**config.mk**
```make
export PLATFORM = sky130hd
export DESIGN_NAME = ubtb
export DESIGN_NICKNAME = d
export VERILOG_FILES = /design/src/bpu_cfg_pkg.sv /design/src/bpu_types_pkg.sv /design/src/ubtb_replace.sv /design/src/ubtb_predict.sv /design/src/ubtb.sv
export SDC_FILE = /design/constraint.sdc
export NUM_CORES = 1
export LEC_CHECK = 0
export ABC_CLOCK_PERIOD_IN_PS = 5800
export CORE_ASPECT_RATIO = 0.6
export CORE_UTILIZATION = 55
export DETAILED_ROUTE_END_ITERATION = 10
export DONT_BUFFER_PORTS = 1
export PLACE_DENSITY = 0.74
export SLEW_MARGIN = 15
export SYNTH_ARGS = -nofsm -noshare
export SYNTH_HDL_FRONTEND = slang
export SYNTH_SLANG_ARGS = --single-unit
```
**constraint.sdc**
```tcl
create_clock -name clk -period 5.8 [get_ports clk]
set_clock_uncertainty 0.15 [all_clocks]
set_input_delay 0 -clock clk [delete_from_list [all_inputs] [get_ports clk]]
set_output_delay 0 -clock clk [all_outputs]
set_load 0.05 [all_outputs]
```
**src/bpu_cfg_pkg.sv**
```systemverilog
package bpu_cfg_pkg;

    // --------------------
    // address geometry
    // --------------------

    localparam int vaddr_size = 32;

    // log2 of the instruction size, every instruction is 4 bytes
    localparam int inst_offset = 2;

    // --------------------
    // fetch block geometry
    // --------------------

    localparam int block_size = 32;
    localparam int block_inst_size = 8;

    // instruction index inside one block
    localparam int prediction_width = 3;

    // --------------------
    // slots and table
    // --------------------

    // one ordinary branch slot plus the tail slot
    localparam int slot_num = 2;

    localparam int ubtb_size = 16;
    localparam int ubtb_tag_size = 8;
    localparam int ubtb_idx_w = 4;

    // low target bits kept per slot, the rest comes from the pc
    localparam int jal_offset = 12;
    localparam int jalr_offset = 20;

endpackage

```
**src/bpu_types_pkg.sv**
```systemverilog
package bpu_types_pkg;

    // kind of control transfer held by a slot
    typedef enum logic [2:0] {
        br_cond,
        br_direct,
        br_call,
        br_ret,
        br_indirect
    } br_type_e;

    // correction applied to the upper pc bits when a target is rebuilt
    typedef enum logic [1:0] {
        tar_normal,
        tar_ov,
        tar_un
    } tar_state_e;

endpackage

```
**src/ubtb_replace.sv**
```systemverilog
`timescale 1ns/100ps

module ubtb_replace (
    input  logic                                 clk,
    input  logic                                 rst,
    input  logic [bpu_cfg_pkg::ubtb_size-1:0]    valid,
    output logic [bpu_cfg_pkg::ubtb_idx_w-1:0]   victim
);

    logic [15:0]                        lfsr;
    logic [bpu_cfg_pkg::ubtb_idx_w-1:0] free_idx;

    // x^16 + x^14 + x^13 + x^11 + 1, steps every cycle
    always_ff @(posedge clk or posedge rst) begin
        if (rst) begin
            lfsr <= 16'hace1;
        end else begin
            lfsr <= {lfsr[14:0], lfsr[15] ^ lfsr[13] ^ lfsr[12] ^ lfsr[10]};
        end
    end

    // scan from the top so the lowest free way is the one left standing
    always_comb begin
        free_idx = '0;
        for (int i = bpu_cfg_pkg::ubtb_size - 1; i >= 0; i--) begin
            if (!valid[i]) begin
                free_idx = i[bpu_cfg_pkg::ubtb_idx_w-1:0];
            end
        end
    end

    assign victim = (&valid) ? lfsr[bpu_cfg_pkg::ubtb_idx_w-1:0] : free_idx;

    // an all-zero state would lock the sequence for good
    a_lfsr_nonzero: assert property (@(posedge clk) disable iff (rst) lfsr != '0)
        else $error("replacement lfsr reached zero");

endmodule

```
**src/ubtb_predict.sv**
```systemverilog
`timescale 1ns/100ps

module ubtb_predict (
    input  logic [bpu_cfg_pkg::vaddr_size-1:0]        pc,
    input  logic                                      hit,
    input  logic [bpu_cfg_pkg::prediction_width-1:0]  fth_addr,
    input  logic                                      br_en,
    input  logic                                      br_carry,
    input  logic [bpu_cfg_pkg::prediction_width-1:0]  br_offset,
    input  logic [bpu_cfg_pkg::jal_offset-1:0]        br_target,
    input  bpu_types_pkg::tar_state_e                 br_tar_state,
    input  logic                                      tail_en,
    input  logic                                      tail_carry,
    input  bpu_types_pkg::br_type_e                   tail_type,
    input  logic [bpu_cfg_pkg::prediction_width-1:0]  tail_offset,
    input  logic [bpu_cfg_pkg::jalr_offset-1:0]       tail_target,
    input  bpu_types_pkg::tar_state_e                 tail_tar_state,
    input  logic [bpu_cfg_pkg::slot_num-1:0][1:0]     ctr,
    input  logic                                      redirect_flush,
    input  logic                                      s2_redirect,
    input  logic                                      tage_ready,
    output logic                                      pred_en,
    output logic                                      pred_hit,
    output logic                                      pred_taken,
    output logic [bpu_cfg_pkg::vaddr_size-1:0]        pred_target,
    output logic [bpu_cfg_pkg::prediction_width-1:0]  pred_size,
    output bpu_types_pkg::br_type_e                   pred_br_type,
    output logic [1:0]                                pred_cond_num,
    output logic [bpu_cfg_pkg::slot_num-1:0]          pred_cond_valid,
    output logic [bpu_cfg_pkg::slot_num-1:0]          pred_slot_taken,
    output logic [bpu_cfg_pkg::slot_num-1:0][1:0]     meta_ctr
);

    logic [bpu_cfg_pkg::slot_num-1:0]                          is_br;
    logic [bpu_cfg_pkg::slot_num-1:0]                          carry;
    logic [bpu_cfg_pkg::slot_num-1:0]                          cond_hist;
    logic [bpu_cfg_pkg::slot_num-1:0]                          br_takens;
    logic                                                      tail_taken;
    logic                                                      tail_first;
    logic [bpu_cfg_pkg::jal_offset-1:0]                        sel_offset;
    logic [bpu_cfg_pkg::prediction_width-1:0]                  sel_size;
    bpu_types_pkg::tar_state_e                                 sel_state;
    logic [1:0]                                                cond_num;
    logic [bpu_cfg_pkg::slot_num-1:0]                          cond_valid;
    logic [bpu_cfg_pkg::vaddr_size-bpu_cfg_pkg::jal_offset-2:0]  br_high;
    logic [bpu_cfg_pkg::vaddr_size-bpu_cfg_pkg::jalr_offset-2:0] tail_high;
    logic [bpu_cfg_pkg::prediction_width:0]                    fth_next;
    logic [bpu_cfg_pkg::vaddr_size-1:0]                        br_target_full;
    logic [bpu_cfg_pkg::vaddr_size-1:0]                        tail_target_full;
    logic [bpu_cfg_pkg::prediction_width-1:0]                  tail_size;

    // --------------------
    // slot directions
    // --------------------

    assign is_br = {tail_en && tail_type == bpu_types_pkg::br_cond, br_en};
    assign carry = {tail_carry, br_carry};
    assign cond_hist = {ctr[1][1], ctr[0][1]};
    assign br_takens = is_br & (cond_hist | carry);

    // a tail jump is taken unconditionally
    assign tail_taken = tail_en && tail_type != bpu_types_pkg::br_cond;

    // the tail conditional only wins over a branch at a strictly larger offset
    assign tail_first = br_takens[1] && (br_offset > tail_offset);

    always_comb begin
        if (tail_first || !br_takens[0]) begin
            sel_offset = tail_target[bpu_cfg_pkg::jal_offset-1:0];
            sel_size = tail_offset;
            sel_state = tail_tar_state;
        end else begin
            sel_offset = br_target;
            sel_size = br_offset;
            sel_state = br_tar_state;
        end
        if (tail_first) begin
            cond_num = 2'd1;
            cond_valid = 2'b10;
        end else begin
            cond_num = is_br[0] + is_br[1];
            cond_valid = is_br;
        end
    end

    // --------------------
    // target rebuild
    // --------------------

    assign br_high = (sel_state == bpu_types_pkg::tar_ov) ?
                         pc[bpu_cfg_pkg::vaddr_size-1:bpu_cfg_pkg::jal_offset+1] + 1'b1 :
                     (sel_state == bpu_types_pkg::tar_un) ?
                         pc[bpu_cfg_pkg::vaddr_size-1:bpu_cfg_pkg::jal_offset+1] - 1'b1 :
                         pc[bpu_cfg_pkg::vaddr_size-1:bpu_cfg_pkg::jal_offset+1];

    assign tail_high = (tail_tar_state == bpu_types_pkg::tar_ov) ?
                           pc[bpu_cfg_pkg::vaddr_size-1:bpu_cfg_pkg::jalr_offset+1] + 1'b1 :
                       (tail_tar_state == bpu_types_pkg::tar_un) ?
                           pc[bpu_cfg_pkg::vaddr_size-1:bpu_cfg_pkg::jalr_offset+1] - 1'b1 :
                           pc[bpu_cfg_pkg::vaddr_size-1:bpu_cfg_pkg::jalr_offset+1];

    assign fth_next = {1'b0, fth_addr} + 1'b1;
    assign br_target_full = {br_high, sel_offset, 1'b0};

    // with nothing taken the block falls through past fth_addr
    assign tail_target_full = tail_taken ? {tail_high, tail_target, 1'b0} :
                              pc + {fth_next, {bpu_cfg_pkg::inst_offset{1'b0}}};
    assign tail_size = tail_taken ? tail_offset : fth_addr;

    // --------------------
    // outputs
    // --------------------

    assign pred_en = !redirect_flush && !s2_redirect && tage_ready;
    assign pred_hit = hit;
    assign pred_taken = hit && ((|br_takens) || tail_taken);
    assign pred_target = !hit ? pc + bpu_cfg_pkg::block_size :
                         (|br_takens) ? br_target_full : tail_target_full;
    assign pred_size = !hit ? bpu_cfg_pkg::prediction_width'(bpu_cfg_pkg::block_inst_size - 1) :
                       (|br_takens) ? sel_size : tail_size;
    assign pred_br_type = (|br_takens) ? bpu_types_pkg::br_cond : tail_type;
    assign pred_cond_num = hit ? cond_num : 2'd0;
    assign pred_cond_valid = hit ? cond_valid : '0;
    assign pred_slot_taken = hit ? br_takens : '0;
    assign meta_ctr = ctr;

    // stored targets drop bit 0, so a hit must still land on a word boundary
    a_target_aligned: assert final (pred_hit !== 1'b1 || pred_target[1:0] == 2'b00)
        else $error("misaligned predicted target %h", pred_target);

endmodule

```
**src/ubtb.sv**
```systemverilog
`timescale 1ns/100ps

module ubtb (
    input  logic                                      clk,
    input  logic                                      rst,
    input  logic [bpu_cfg_pkg::vaddr_size-1:0]        pc,
    input  logic                                      redirect_flush,
    input  logic                                      s2_redirect,
    input  logic                                      tage_ready,
    input  logic                                      update,
    input  logic [bpu_cfg_pkg::vaddr_size-1:0]        upd_start_addr,
    input  logic                                      upd_en,
    input  logic [bpu_cfg_pkg::prediction_width-1:0]  upd_fth_addr,
    input  logic                                      upd_br_en,
    input  logic                                      upd_br_carry,
    input  logic [bpu_cfg_pkg::prediction_width-1:0]  upd_br_offset,
    input  logic [bpu_cfg_pkg::jal_offset-1:0]        upd_br_target,
    input  bpu_types_pkg::tar_state_e                 upd_br_tar_state,
    input  logic                                      upd_tail_en,
    input  logic                                      upd_tail_carry,
    input  bpu_types_pkg::br_type_e                   upd_tail_type,
    input  logic [bpu_cfg_pkg::prediction_width-1:0]  upd_tail_offset,
    input  logic [bpu_cfg_pkg::jalr_offset-1:0]       upd_tail_target,
    input  bpu_types_pkg::tar_state_e                 upd_tail_tar_state,
    input  logic [bpu_cfg_pkg::slot_num-1:0][1:0]     upd_meta_ctr,
    input  logic [bpu_cfg_pkg::slot_num-1:0]          upd_real_taken,
    input  logic [bpu_cfg_pkg::slot_num-1:0]          upd_alloc_slot,
    output logic                                      pred_en,
    output logic                                      pred_hit,
    output logic                                      pred_taken,
    output logic [bpu_cfg_pkg::vaddr_size-1:0]        pred_target,
    output logic [bpu_cfg_pkg::prediction_width-1:0]  pred_size,
    output bpu_types_pkg::br_type_e                   pred_br_type,
    output logic [1:0]                                pred_cond_num,
    output logic [bpu_cfg_pkg::slot_num-1:0]          pred_cond_valid,
    output logic [bpu_cfg_pkg::slot_num-1:0]          pred_slot_taken,
    output logic [bpu_cfg_pkg::slot_num-1:0][1:0]     meta_ctr
);

    typedef struct packed {
        logic [bpu_cfg_pkg::prediction_width-1:0] fth_addr;
        logic                                     br_en;
        logic                                     br_carry;
        logic [bpu_cfg_pkg::prediction_width-1:0] br_offset;
        logic [bpu_cfg_pkg::jal_offset-1:0]       br_target;
        bpu_types_pkg::tar_state_e                br_tar_state;
        logic                                     tail_en;
        logic                                     tail_carry;
        bpu_types_pkg::br_type_e                  tail_type;
        logic [bpu_cfg_pkg::prediction_width-1:0] tail_offset;
        logic [bpu_cfg_pkg::jalr_offset-1:0]      tail_target;
        bpu_types_pkg::tar_state_e                tail_tar_state;
    } entry_t;

    logic [bpu_cfg_pkg::ubtb_size-1:0]           ent_valid;
    logic [bpu_cfg_pkg::ubtb_tag_size-1:0]       ent_tag [bpu_cfg_pkg::ubtb_size];
    entry_t                                      entries [bpu_cfg_pkg::ubtb_size];
    logic [bpu_cfg_pkg::slot_num-1:0][1:0]       ctrs [bpu_cfg_pkg::ubtb_size];

    logic [bpu_cfg_pkg::ubtb_tag_size-1:0]       lookup_tag;
    logic [bpu_cfg_pkg::ubtb_tag_size-1:0]       update_tag;
    logic [bpu_cfg_pkg::ubtb_size-1:0]           lookup_hits;
    logic [bpu_cfg_pkg::ubtb_size-1:0]           upd_hits;
    entry_t                                      lk_entry;
    logic [bpu_cfg_pkg::slot_num-1:0][1:0]       lk_ctr;
    entry_t                                      upd_entry;
    logic [bpu_cfg_pkg::ubtb_idx_w-1:0]          upd_idx;
    logic [bpu_cfg_pkg::ubtb_idx_w-1:0]          victim;
    logic [bpu_cfg_pkg::ubtb_idx_w-1:0]          write_idx;
    logic [bpu_cfg_pkg::slot_num-1:0]            train;

    // xor-fold every pc bit above the block offset into the tag
    function automatic logic [bpu_cfg_pkg::ubtb_tag_size-1:0] fold_tag(
        input logic [bpu_cfg_pkg::vaddr_size-1:0] addr
    );
        logic [bpu_cfg_pkg::ubtb_tag_size-1:0] t;
        int base;
        t = '0;
        base = bpu_cfg_pkg::prediction_width + bpu_cfg_pkg::inst_offset;
        for (int i = base; i < bpu_cfg_pkg::vaddr_size; i++) begin
            t[(i - base) % bpu_cfg_pkg::ubtb_tag_size] ^= addr[i];
        end
        return t;
    endfunction

    // 2-bit saturating counter step
    function automatic logic [1:0] sat_ctr(input logic [1:0] c, input logic taken);
        if (taken) begin
            return (c == 2'd3) ? c : c + 2'd1;
        end
        return (c == 2'd0) ? c : c - 2'd1;
    endfunction

    // --------------------
    // lookup
    // --------------------

    assign lookup_tag = fold_tag(pc);
    assign update_tag = fold_tag(upd_start_addr);

    always_comb begin
        for (int i = 0; i < bpu_cfg_pkg::ubtb_size; i++) begin
            lookup_hits[i] = ent_valid[i] && ent_tag[i] == lookup_tag;
            upd_hits[i] = ent_valid[i] && ent_tag[i] == update_tag;
        end
    end

    // and-or select, so a miss presents an all-zero entry
    always_comb begin
        lk_entry = '0;
        lk_ctr = '0;
        for (int i = 0; i < bpu_cfg_pkg::ubtb_size; i++) begin
            if (lookup_hits[i]) begin
                lk_entry = lk_entry | entries[i];
                lk_ctr = lk_ctr | ctrs[i];
            end
        end
    end

    ubtb_predict u_predict (
        .pc              (pc),
        .hit             (|lookup_hits),
        .fth_addr        (lk_entry.fth_addr),
        .br_en           (lk_entry.br_en),
        .br_carry        (lk_entry.br_carry),
        .br_offset       (lk_entry.br_offset),
        .br_target       (lk_entry.br_target),
        .br_tar_state    (lk_entry.br_tar_state),
        .tail_en         (lk_entry.tail_en),
        .tail_carry      (lk_entry.tail_carry),
        .tail_type       (lk_entry.tail_type),
        .tail_offset     (lk_entry.tail_offset),
        .tail_target     (lk_entry.tail_target),
        .tail_tar_state  (lk_entry.tail_tar_state),
        .ctr             (lk_ctr),
        .redirect_flush  (redirect_flush),
        .s2_redirect     (s2_redirect),
        .tage_ready      (tage_ready),
        .pred_en         (pred_en),
        .pred_hit        (pred_hit),
        .pred_taken      (pred_taken),
        .pred_target     (pred_target),
        .pred_size       (pred_size),
        .pred_br_type    (pred_br_type),
        .pred_cond_num   (pred_cond_num),
        .pred_cond_valid (pred_cond_valid),
        .pred_slot_taken (pred_slot_taken),
        .meta_ctr        (meta_ctr)
    );

    // --------------------
    // update
    // --------------------

    ubtb_replace u_replace (
        .clk    (clk),
        .rst    (rst),
        .valid  (ent_valid),
        .victim (victim)
    );

    always_comb begin
        upd_idx = '0;
        for (int i = bpu_cfg_pkg::ubtb_size - 1; i >= 0; i--) begin
            if (upd_hits[i]) begin
                upd_idx = i[bpu_cfg_pkg::ubtb_idx_w-1:0];
            end
        end
    end

    // a known block is rewritten in place
    assign write_idx = (|upd_hits) ? upd_idx : victim;

    assign upd_entry = '{
        fth_addr:       upd_fth_addr,
        br_en:          upd_br_en,
        br_carry:       upd_br_carry,
        br_offset:      upd_br_offset,
        br_target:      upd_br_target,
        br_tar_state:   upd_br_tar_state,
        tail_en:        upd_tail_en,
        tail_carry:     upd_tail_carry,
        tail_type:      upd_tail_type,
        tail_offset:    upd_tail_offset,
        tail_target:    upd_tail_target,
        tail_tar_state: upd_tail_tar_state
    };

    // carry slots predict taken on their own and need no counter
    assign train[0] = upd_alloc_slot[0] && !upd_br_carry;
    assign train[1] = upd_alloc_slot[1] && !upd_tail_carry &&
                      upd_tail_type == bpu_types_pkg::br_cond;

    always_ff @(posedge clk or posedge rst) begin
        if (rst) begin
            ent_valid <= '0;
            ctrs <= '{default: '0};
        end else if (update && upd_en) begin
            ent_valid[write_idx] <= 1'b1;
            for (int i = 0; i < bpu_cfg_pkg::slot_num; i++) begin
                if (train[i]) begin
                    ctrs[write_idx][i] <= sat_ctr(upd_meta_ctr[i], upd_real_taken[i]);
                end
            end
        end
    end

    always_ff @(posedge clk) begin
        if (update && upd_en) begin
            ent_tag[write_idx] <= update_tag;
            entries[write_idx] <= upd_entry;
        end
    end

    // in-place overwrite keeps every tag unique across the ways
    a_unique_hit: assert property (@(posedge clk) disable iff (rst)
        $onehot0(lookup_hits) && $onehot0(upd_hits))
        else $error("multiple ubtb ways match one tag");

endmodule

```
After elaboration in Yosys (flattened, before gate mapping) --
Memories as Yosys holds them, arrays and structs flattened. Index checks and enable logic that the tools add are counted.
Storage, ports and cells: flip-flop bits (word level) 96, RAM bits 960, input port bits 131, output and inout port bits 51, word-level logic and storage cells 342, memories 2
Cells by class: $add $sub $neg 12, $lt $le $gt $ge 5, equal/unequal tests 38, mux-type cells 116, bitwise logic cells 75, reductions and logical operators 60
Memory list:
- entries | depth 16, bits a word 52, rd ports 16, clocked after Yosys merged registers in 0, wr ports 1, line ubtb.sv:57 | entry_t entries [bpu_cfg_pkg::ubtb_size];
- ent_tag | depth 16, bits a word 8, rd ports 16, clocked after Yosys merged registers in 0, wr ports 1, line ubtb.sv:56 | logic [bpu_cfg_pkg::ubtb_tag_size-1:0] ent_tag [bpu_cfg_pkg::ubtb_size];
Operators with widths (count):
- two-way mux 52 bit | 16
- bitwise OR 52 bit | 15
- == test 8 bit | 32
- two-way mux 4 bit | 51
- two-way mux 64 bit | 3
- bitwise mux 64 bit | 2
- two-way mux 32 bit | 3
- bitwise OR 4 bit | 15
- logical AND 1 bit | 44
- bitwise XOR 1 bit | 41
- two-way mux 19 bit | 2
- two-way mux 2 bit | 19
- adder 32 x 6 -> 32 bit | 1
- adder 32 x 6 -> 32 bit, second input constant | 1
- demux 4 bit (select 4 bit) | 2
- OR reduction 16 bit | 2
- two-way mux 11 bit | 2
- adder 19 x 1 -> 19 bit, second input constant | 1
- subtractor 19 x 1 -> 19 bit, second input constant | 1
- bitwise OR 16 bit | 1
- AND reduction 16 bit | 1
- two-way mux 3 bit | 5
- two-way mux 12 bit | 1
- adder 11 x 1 -> 11 bit, second input constant | 1
- other kinds (23) | 44

Longest topological paths before layout --
depth after elaboration 47, depth in mapped cells 29, depth with buffers taken out 24

Hierarchy --
From an unflattened synthesis, not the netlist that was laid out.
Second synthesis, totals: cell total of the unflattened synthesis 2982, area total of the unflattened synthesis 45516.2 µm²
By module, submodules not included:
- ubtb | instances 1, cells an instance 2464, area an instance 42044.1 µm², sequential area each 30829.6 µm²
- ubtb_predict | instances 1, cells an instance 464, area an instance 2845.2 µm², sequential area each 0.0 µm²
- ubtb_replace | instances 1, cells an instance 54, area an instance 626.9 µm², sequential area each 410.4 µm²

Worst setup path before layout --
No wires, ideal clock.
path kind input to register, start in upd_start_addr[10] (netlist name), end mem ent_tag[4][0] (netlist name), enable pin, setup time 0.478 ns, arrival time 5.521 ns, data required time 5.172 ns, setup slack -0.349 ns, cell stages on the path 14, path buffers 2, cells stage by stage xor2_1 > xnor2_1 > buf_2 > xnor2_1 > nor4_1 > nand4_1 > a21boi_1 > o21ba_2 > o211ai_1 > a21oi_1 > o21ai_1 > clkbuf_1 > nand2_1 > nor2_1
Between the ends: longest elaborated chain between the ends 21, elaborated cells on any way between the ends 52, classes of those cells eq/ne (16); mux (17); bitwise (2); reduce/logical (17)
RTL lines:
- start: declaration | line ubtb.sv:11 | input logic [bpu_cfg_pkg::vaddr_size-1:0] upd_start_addr,
- bitwise XOR 1 bit (*) (2 in a row) | line ubtb.sv:81 | t[(i - base) % bpu_cfg_pkg::ubtb_tag_size] ^= addr[i];
- == test 8 bit | line ubtb.sv:104 | upd_hits[i] = ent_valid[i] && ent_tag[i] == update_tag;
- logical AND 1 bit | line ubtb.sv:104
- two-way mux 4 bit (16 in a row) | line ubtb.sv:165 | if (upd_hits[i]) begin
- two-way mux 4 bit (*) | line ubtb.sv:172 | assign write_idx = (|upd_hits) ? upd_idx : victim;
- end: declaration | line ubtb.sv:56
Mark *: on every way between the ends. The rest lies on a longest branch, timed or not.

Worst setup path after layout --
start reg ent_valid[8] (netlist name), end out pred_target[27] (netlist name)
Between the ends: longest elaborated chain between the ends 27, elaborated cells on any way between the ends 57, classes of those cells add/sub (2); order compare (1); eq/ne (4); mux (24); bitwise (16); reduce/logical (10)
RTL lines:
- start: declaration | line ubtb.sv:55 | logic [bpu_cfg_pkg::ubtb_size-1:0] ent_valid;
- start signal: assignment | line ubtb.sv:196 | ent_valid <= '0;
- start signal: indexed assignment | line ubtb.sv:199 | ent_valid[write_idx] <= 1'b1;
- logical AND 1 bit (*) | line ubtb.sv:103 | lookup_hits[i] = ent_valid[i] && ent_tag[i] == lookup_tag;
- parallel branches: the longest is 25 deep, another holds two-way mux 52 bit
- two-way mux 32 bit (*) | line ubtb_predict.sv:117 | assign pred_target = !hit ? pc + bpu_cfg_pkg::block_size :
- end: declaration | line ubtb.sv:31 | output logic [bpu_cfg_pkg::vaddr_size-1:0] pred_target,
Every way passes the cells marked *.

==> results.sh <==
export IMPL_status="complete, but fails checks"
export IMPL_violations="setup timing"
export IMPL_fp_row_count=80
export IMPL_place_area_mm2=0.0485
export IMPL_root_buffer="clkbuf_16"
export IMPL_grt_pass1_vias=29000
export IMPL_port_buffers=0
export IMPL_cap_violations=0
export IMPL_globalRouteOverflowTotal=0
export IMPL_drc=0
export IMPL_power_uw=19300
export IMPL_async_reset_ff_frac=0.0909
export IMPL_synthesis_nets=3120
export IMPL_synth_compound_area_frac=0.114
export IMPL_ys_ff_latch=1056
export IMPL_cp_required_ns=5.65
export IMPL_synth_fa_ha_area_frac=0.00477
export IMPL_synthSimpleGateAreaFrac=0.0728
export IMPL_hp_class="primary input to output pin"
export IMPL_grt_pass1_wl_mm=208
export IMPL_htreeDepth=3
export IMPL_p_leak_uw=0.0182
export IMPL_fin_crit_sh=1.00
export IMPL_antenna_left=0
export IMPL_clk_pin_slew_ns=0.06
export IMPL_dr_total_vias=30600
export IMPL_fin_hold_ws_ns=0.0400
export IMPL_critical_path_max_stage_delay_ns=0.39
export IMPL_ctsLongestPathBuffers=3
export IMPL_die_y_um=224
export IMPL_synth_edf_count=960
export IMPL_instances_no_fill=4402
export IMPL_cp_start_kind="flip-flop"
export IMPL_powerDensity_mw_per_mm2=361
export IMPL_placedCellCount=4091
export IMPL_cts_tree="done"
export IMPL_start_util=0.561
export IMPL_fin_area_mm2=0.0535
export IMPL_clkLatencyLatePin_ns=0.69
export IMPL_routabilityCongestion=1.02
export IMPL_cp_max_fo=24
export IMPL_syn_area_mm2=0.0451
export IMPL_finalSetupViolCount=2
export IMPL_setup_ws_ns=-0.0279
export IMPL_dp_hpwl_mm=92.9
export IMPL_grt_max_degree=63
export IMPL_wirelength_mm=150
export IMPL_netlist_cell_type_count=94
export IMPL_min_period_ns=5.83
export IMPL_worstMarginPinSlew_ns=1.12
export IMPL_arrival_ns=5.68
export IMPL_synthToLayoutAreaGrowth_pct=18.5
export IMPL_critical_path_class="flip-flop to output pin"
export IMPL_grt_usage=0.357
export IMPL_dieArea_mm2=0.0832
export IMPL_vdd_drop_max_mv=0.292
export IMPL_pin_count=182
export IMPL_setup_tns_ns=-0.0545
export IMPL_worstPathCellList="inv_1 > a221oi_1 > nand4_1 > nor3_2 > buf_4 > buf_8 > a222oi_1 > nand4_1 > nor2_1 > nor3_1 > ha_1 > nor2b_2 > o2111a_1 > and3_4 > and3_4 > nor2b_4 > nand2_2 > o221ai_4 > a21oi_2 > o21ai_1 > buf_4 > xor2_4 > buf_12"
export IMPL_synth_area_mux_share=0.0184
export IMPL_synthXorXnorAreaFrac=0.0760
export IMPL_maxSlewHeadroom=0.249
export IMPL_cts_sinks=1056
export IMPL_seq_area_frac_synth=0.692
export IMPL_routed_via_density=6.95
export IMPL_numCtsBuffers=92
export IMPL_drive_above_1_share=0.196
export IMPL_post_synth_cell_area_avg_um2=15.2
export IMPL_cpMaxStageDelayCell="dfrtp_1"
export IMPL_slew_violations=0
export IMPL_wl_per_cell_um=34.1
export IMPL_core_mm2=0.0804
export IMPL_synth_top_family_by_area="compound AO/OA/AOI/OAI gates"
export IMPL_crit_path_end_kind="output pin"
export IMPL_die_w_um=372
export IMPL_drt_iter0_markers=5239
export IMPL_antenna_found_initial=8
export IMPL_fmax_mhz=172
export IMPL_fin_nets=3398
export IMPL_synth_ff_type="edfxtp_1"
export IMPL_rsz0062_at_grt="true"
export IMPL_ys_warn_count=0
export IMPL_dr_pass1_iters=6
export IMPL_hold_viol=0
export IMPL_synthCells=2974
==> state kept, by name (all words and copies together), names as in the netlist <==
register / cells
ent_tag: 128
ent_valid: 16
ctrs: 64
u_replace.lfsr: 16
entries: 832
==> layout by cell type (no fill, tap or decap), drive strengths merged, types with 9 or more instances in the layout <==
master       netlist  final
dlygate4sd3        0     73
o21bai            10     10
xnor2            174    174
mux2i              9      9
ha                14     14
a22o             110    110
a21oi             45     45
nor2b             15     15
and4              14     14
nand2b            18     18
inv               46     47
xor2             110    110
or3               11     11
nand2            122    122
o211ai            16     16
nand3             92     92
nand4             67     67
nor3              70     70
nor4              41     41
nor2             103    103
a221oi           111    111
clkbuf            77    116
xnor3             36     36
buf              102    288
a22oi            201    201
or2               11     11
clkinv             0     40
o21ai             61     61
nand3b            10     10
mux2              65     65
a222oi            18     18
bufinv             0     11
and3              24     24
edfxtp           960    960
a31oi             13     13
dfrtp             88     88
==> Yosys cell counts (all sizes together), types with 24 or more instances <==
library cell | n | area, um2
edfxtp | 960 | 28800
xor2 | 110 | 982
a22o | 110 | 963
a21oi | 45 | 225
xnor2 | 174 | 1560
xnor3 | 36 | 813
a22oi | 201 | 1510
dfrtp | 88 | 2200
nand4 | 67 | 419
nor3 | 70 | 362
nand3 | 92 | 470
o21ai | 61 | 305
clkbuf | 77 | 290
and3 | 24 | 150
inv | 46 | 173
mux2 | 65 | 736
nand2 | 122 | 458
a221oi | 111 | 978
nor4 | 41 | 355
nor2 | 103 | 389
buf | 102 | 499
==> logic make-up (layout without fill, tap and decap cells) <==
| kind of cell | Yosys count | in the layout |
|---|---|---|
| other | 0 | 7 |
| multiplexers | 74 | 74 |
| AO/OA/AOI/OAI | 663 | 663 |
| flip-flops | 1056 | 1056 |
| buffers and inverters | 225 | 580 |
| XOR/XNOR | 323 | 323 |
| adder cells (fa/ha/maj) | 17 | 17 |
| AND/OR/NAND/NOR | 616 | 616 |
==> worst max-delay path, delay by kind of cell, from the launching register on <==
kind / cells / cell delay (ns)
DFF: 1 / 0.39
AOI/OAI and AO/OA: 6 / 1.23
adders and majority gates: 1 / 0.36
buffers and inverters: 5 / 1.06
xor gates and xnor gates: 1 / 0.17
and+or+nand+nor: 10 / 1.74
==> per-stage QoR <==
stage | utilization | setup slack [ns]
after global routing | 0.665 | -0.320
after CTS | 0.654 | 0.00132
final | 0.665 | -0.0279
after floorplan | - | -0.349
after detailed placement | 0.603 | 0.0613
after global placement | 0.603 | -0.0193
==> power breakdown <==
part | total [uW] | internal (uW) | switching (uW)
logic | 3540 | 1150 | 2400
clock network | 6350 | 3520 | 2830
registers | 9410 | 9120 | 291
total | 19300 | 13800 | 5520
==> worst paths after layout <==
kind / cells after the start / to / slack (ns) / from
max reg2reg: 11 / entries[1][23]$_DFFE_PP_ / 0.83 / ent_tag[5][0]$_DFFE_PP_
max: 23 / pred_target[27] / -0.03 / ent_valid[8]$_DFFE_PP0P_
min in group asynchronous: 4 / ctrs[45]$_DFFE_PP0P_ / 0.24 / rst
max in group asynchronous: 4 / u_replace.lfsr[9]$_DFF_PP0_ / 4.50 / rst
min: 2 / pred_target[23] / 0.04 / pc[23]
min reg2reg: 0 / u_replace.lfsr[10]$_DFF_PP1_ / 0.19 / u_replace.lfsr[9]$_DFF_PP0_
==> layout make-up <==
class | instances | area [um2]
Clock inverter | 57 | 621
Tap cell | 1066 | 1330
Fill cell | 5430 | 26900
Sequential cell | 1056 | 31200
Antenna cell | 7 | 17.5
Multi-Input combinational cell | 1693 | 13800
Timing Repair Buffer | 363 | 3880
Clock buffer | 114 | 2460
Inverter | 46 | 183
==> what timing repair did <==
action                     CTS  global route
pin swaps                   16            44
hold endpoints to repair   985             0
buffers inserted            14            42
hold buffers                74             0
cloned                       0             3
setup endpoints to repair   29            30
resized for setup           27           109
==> metal layers <==
layer  track usage  vias up  share of wire
met5        0.0140        -         0.0014
met4         0.102        8          0.027
met3         0.144      314           0.17
met2         0.497     2664           0.42
met1         0.515    15200           0.38
li1              -    12400              -
Power figures use the tool's default switching activity.
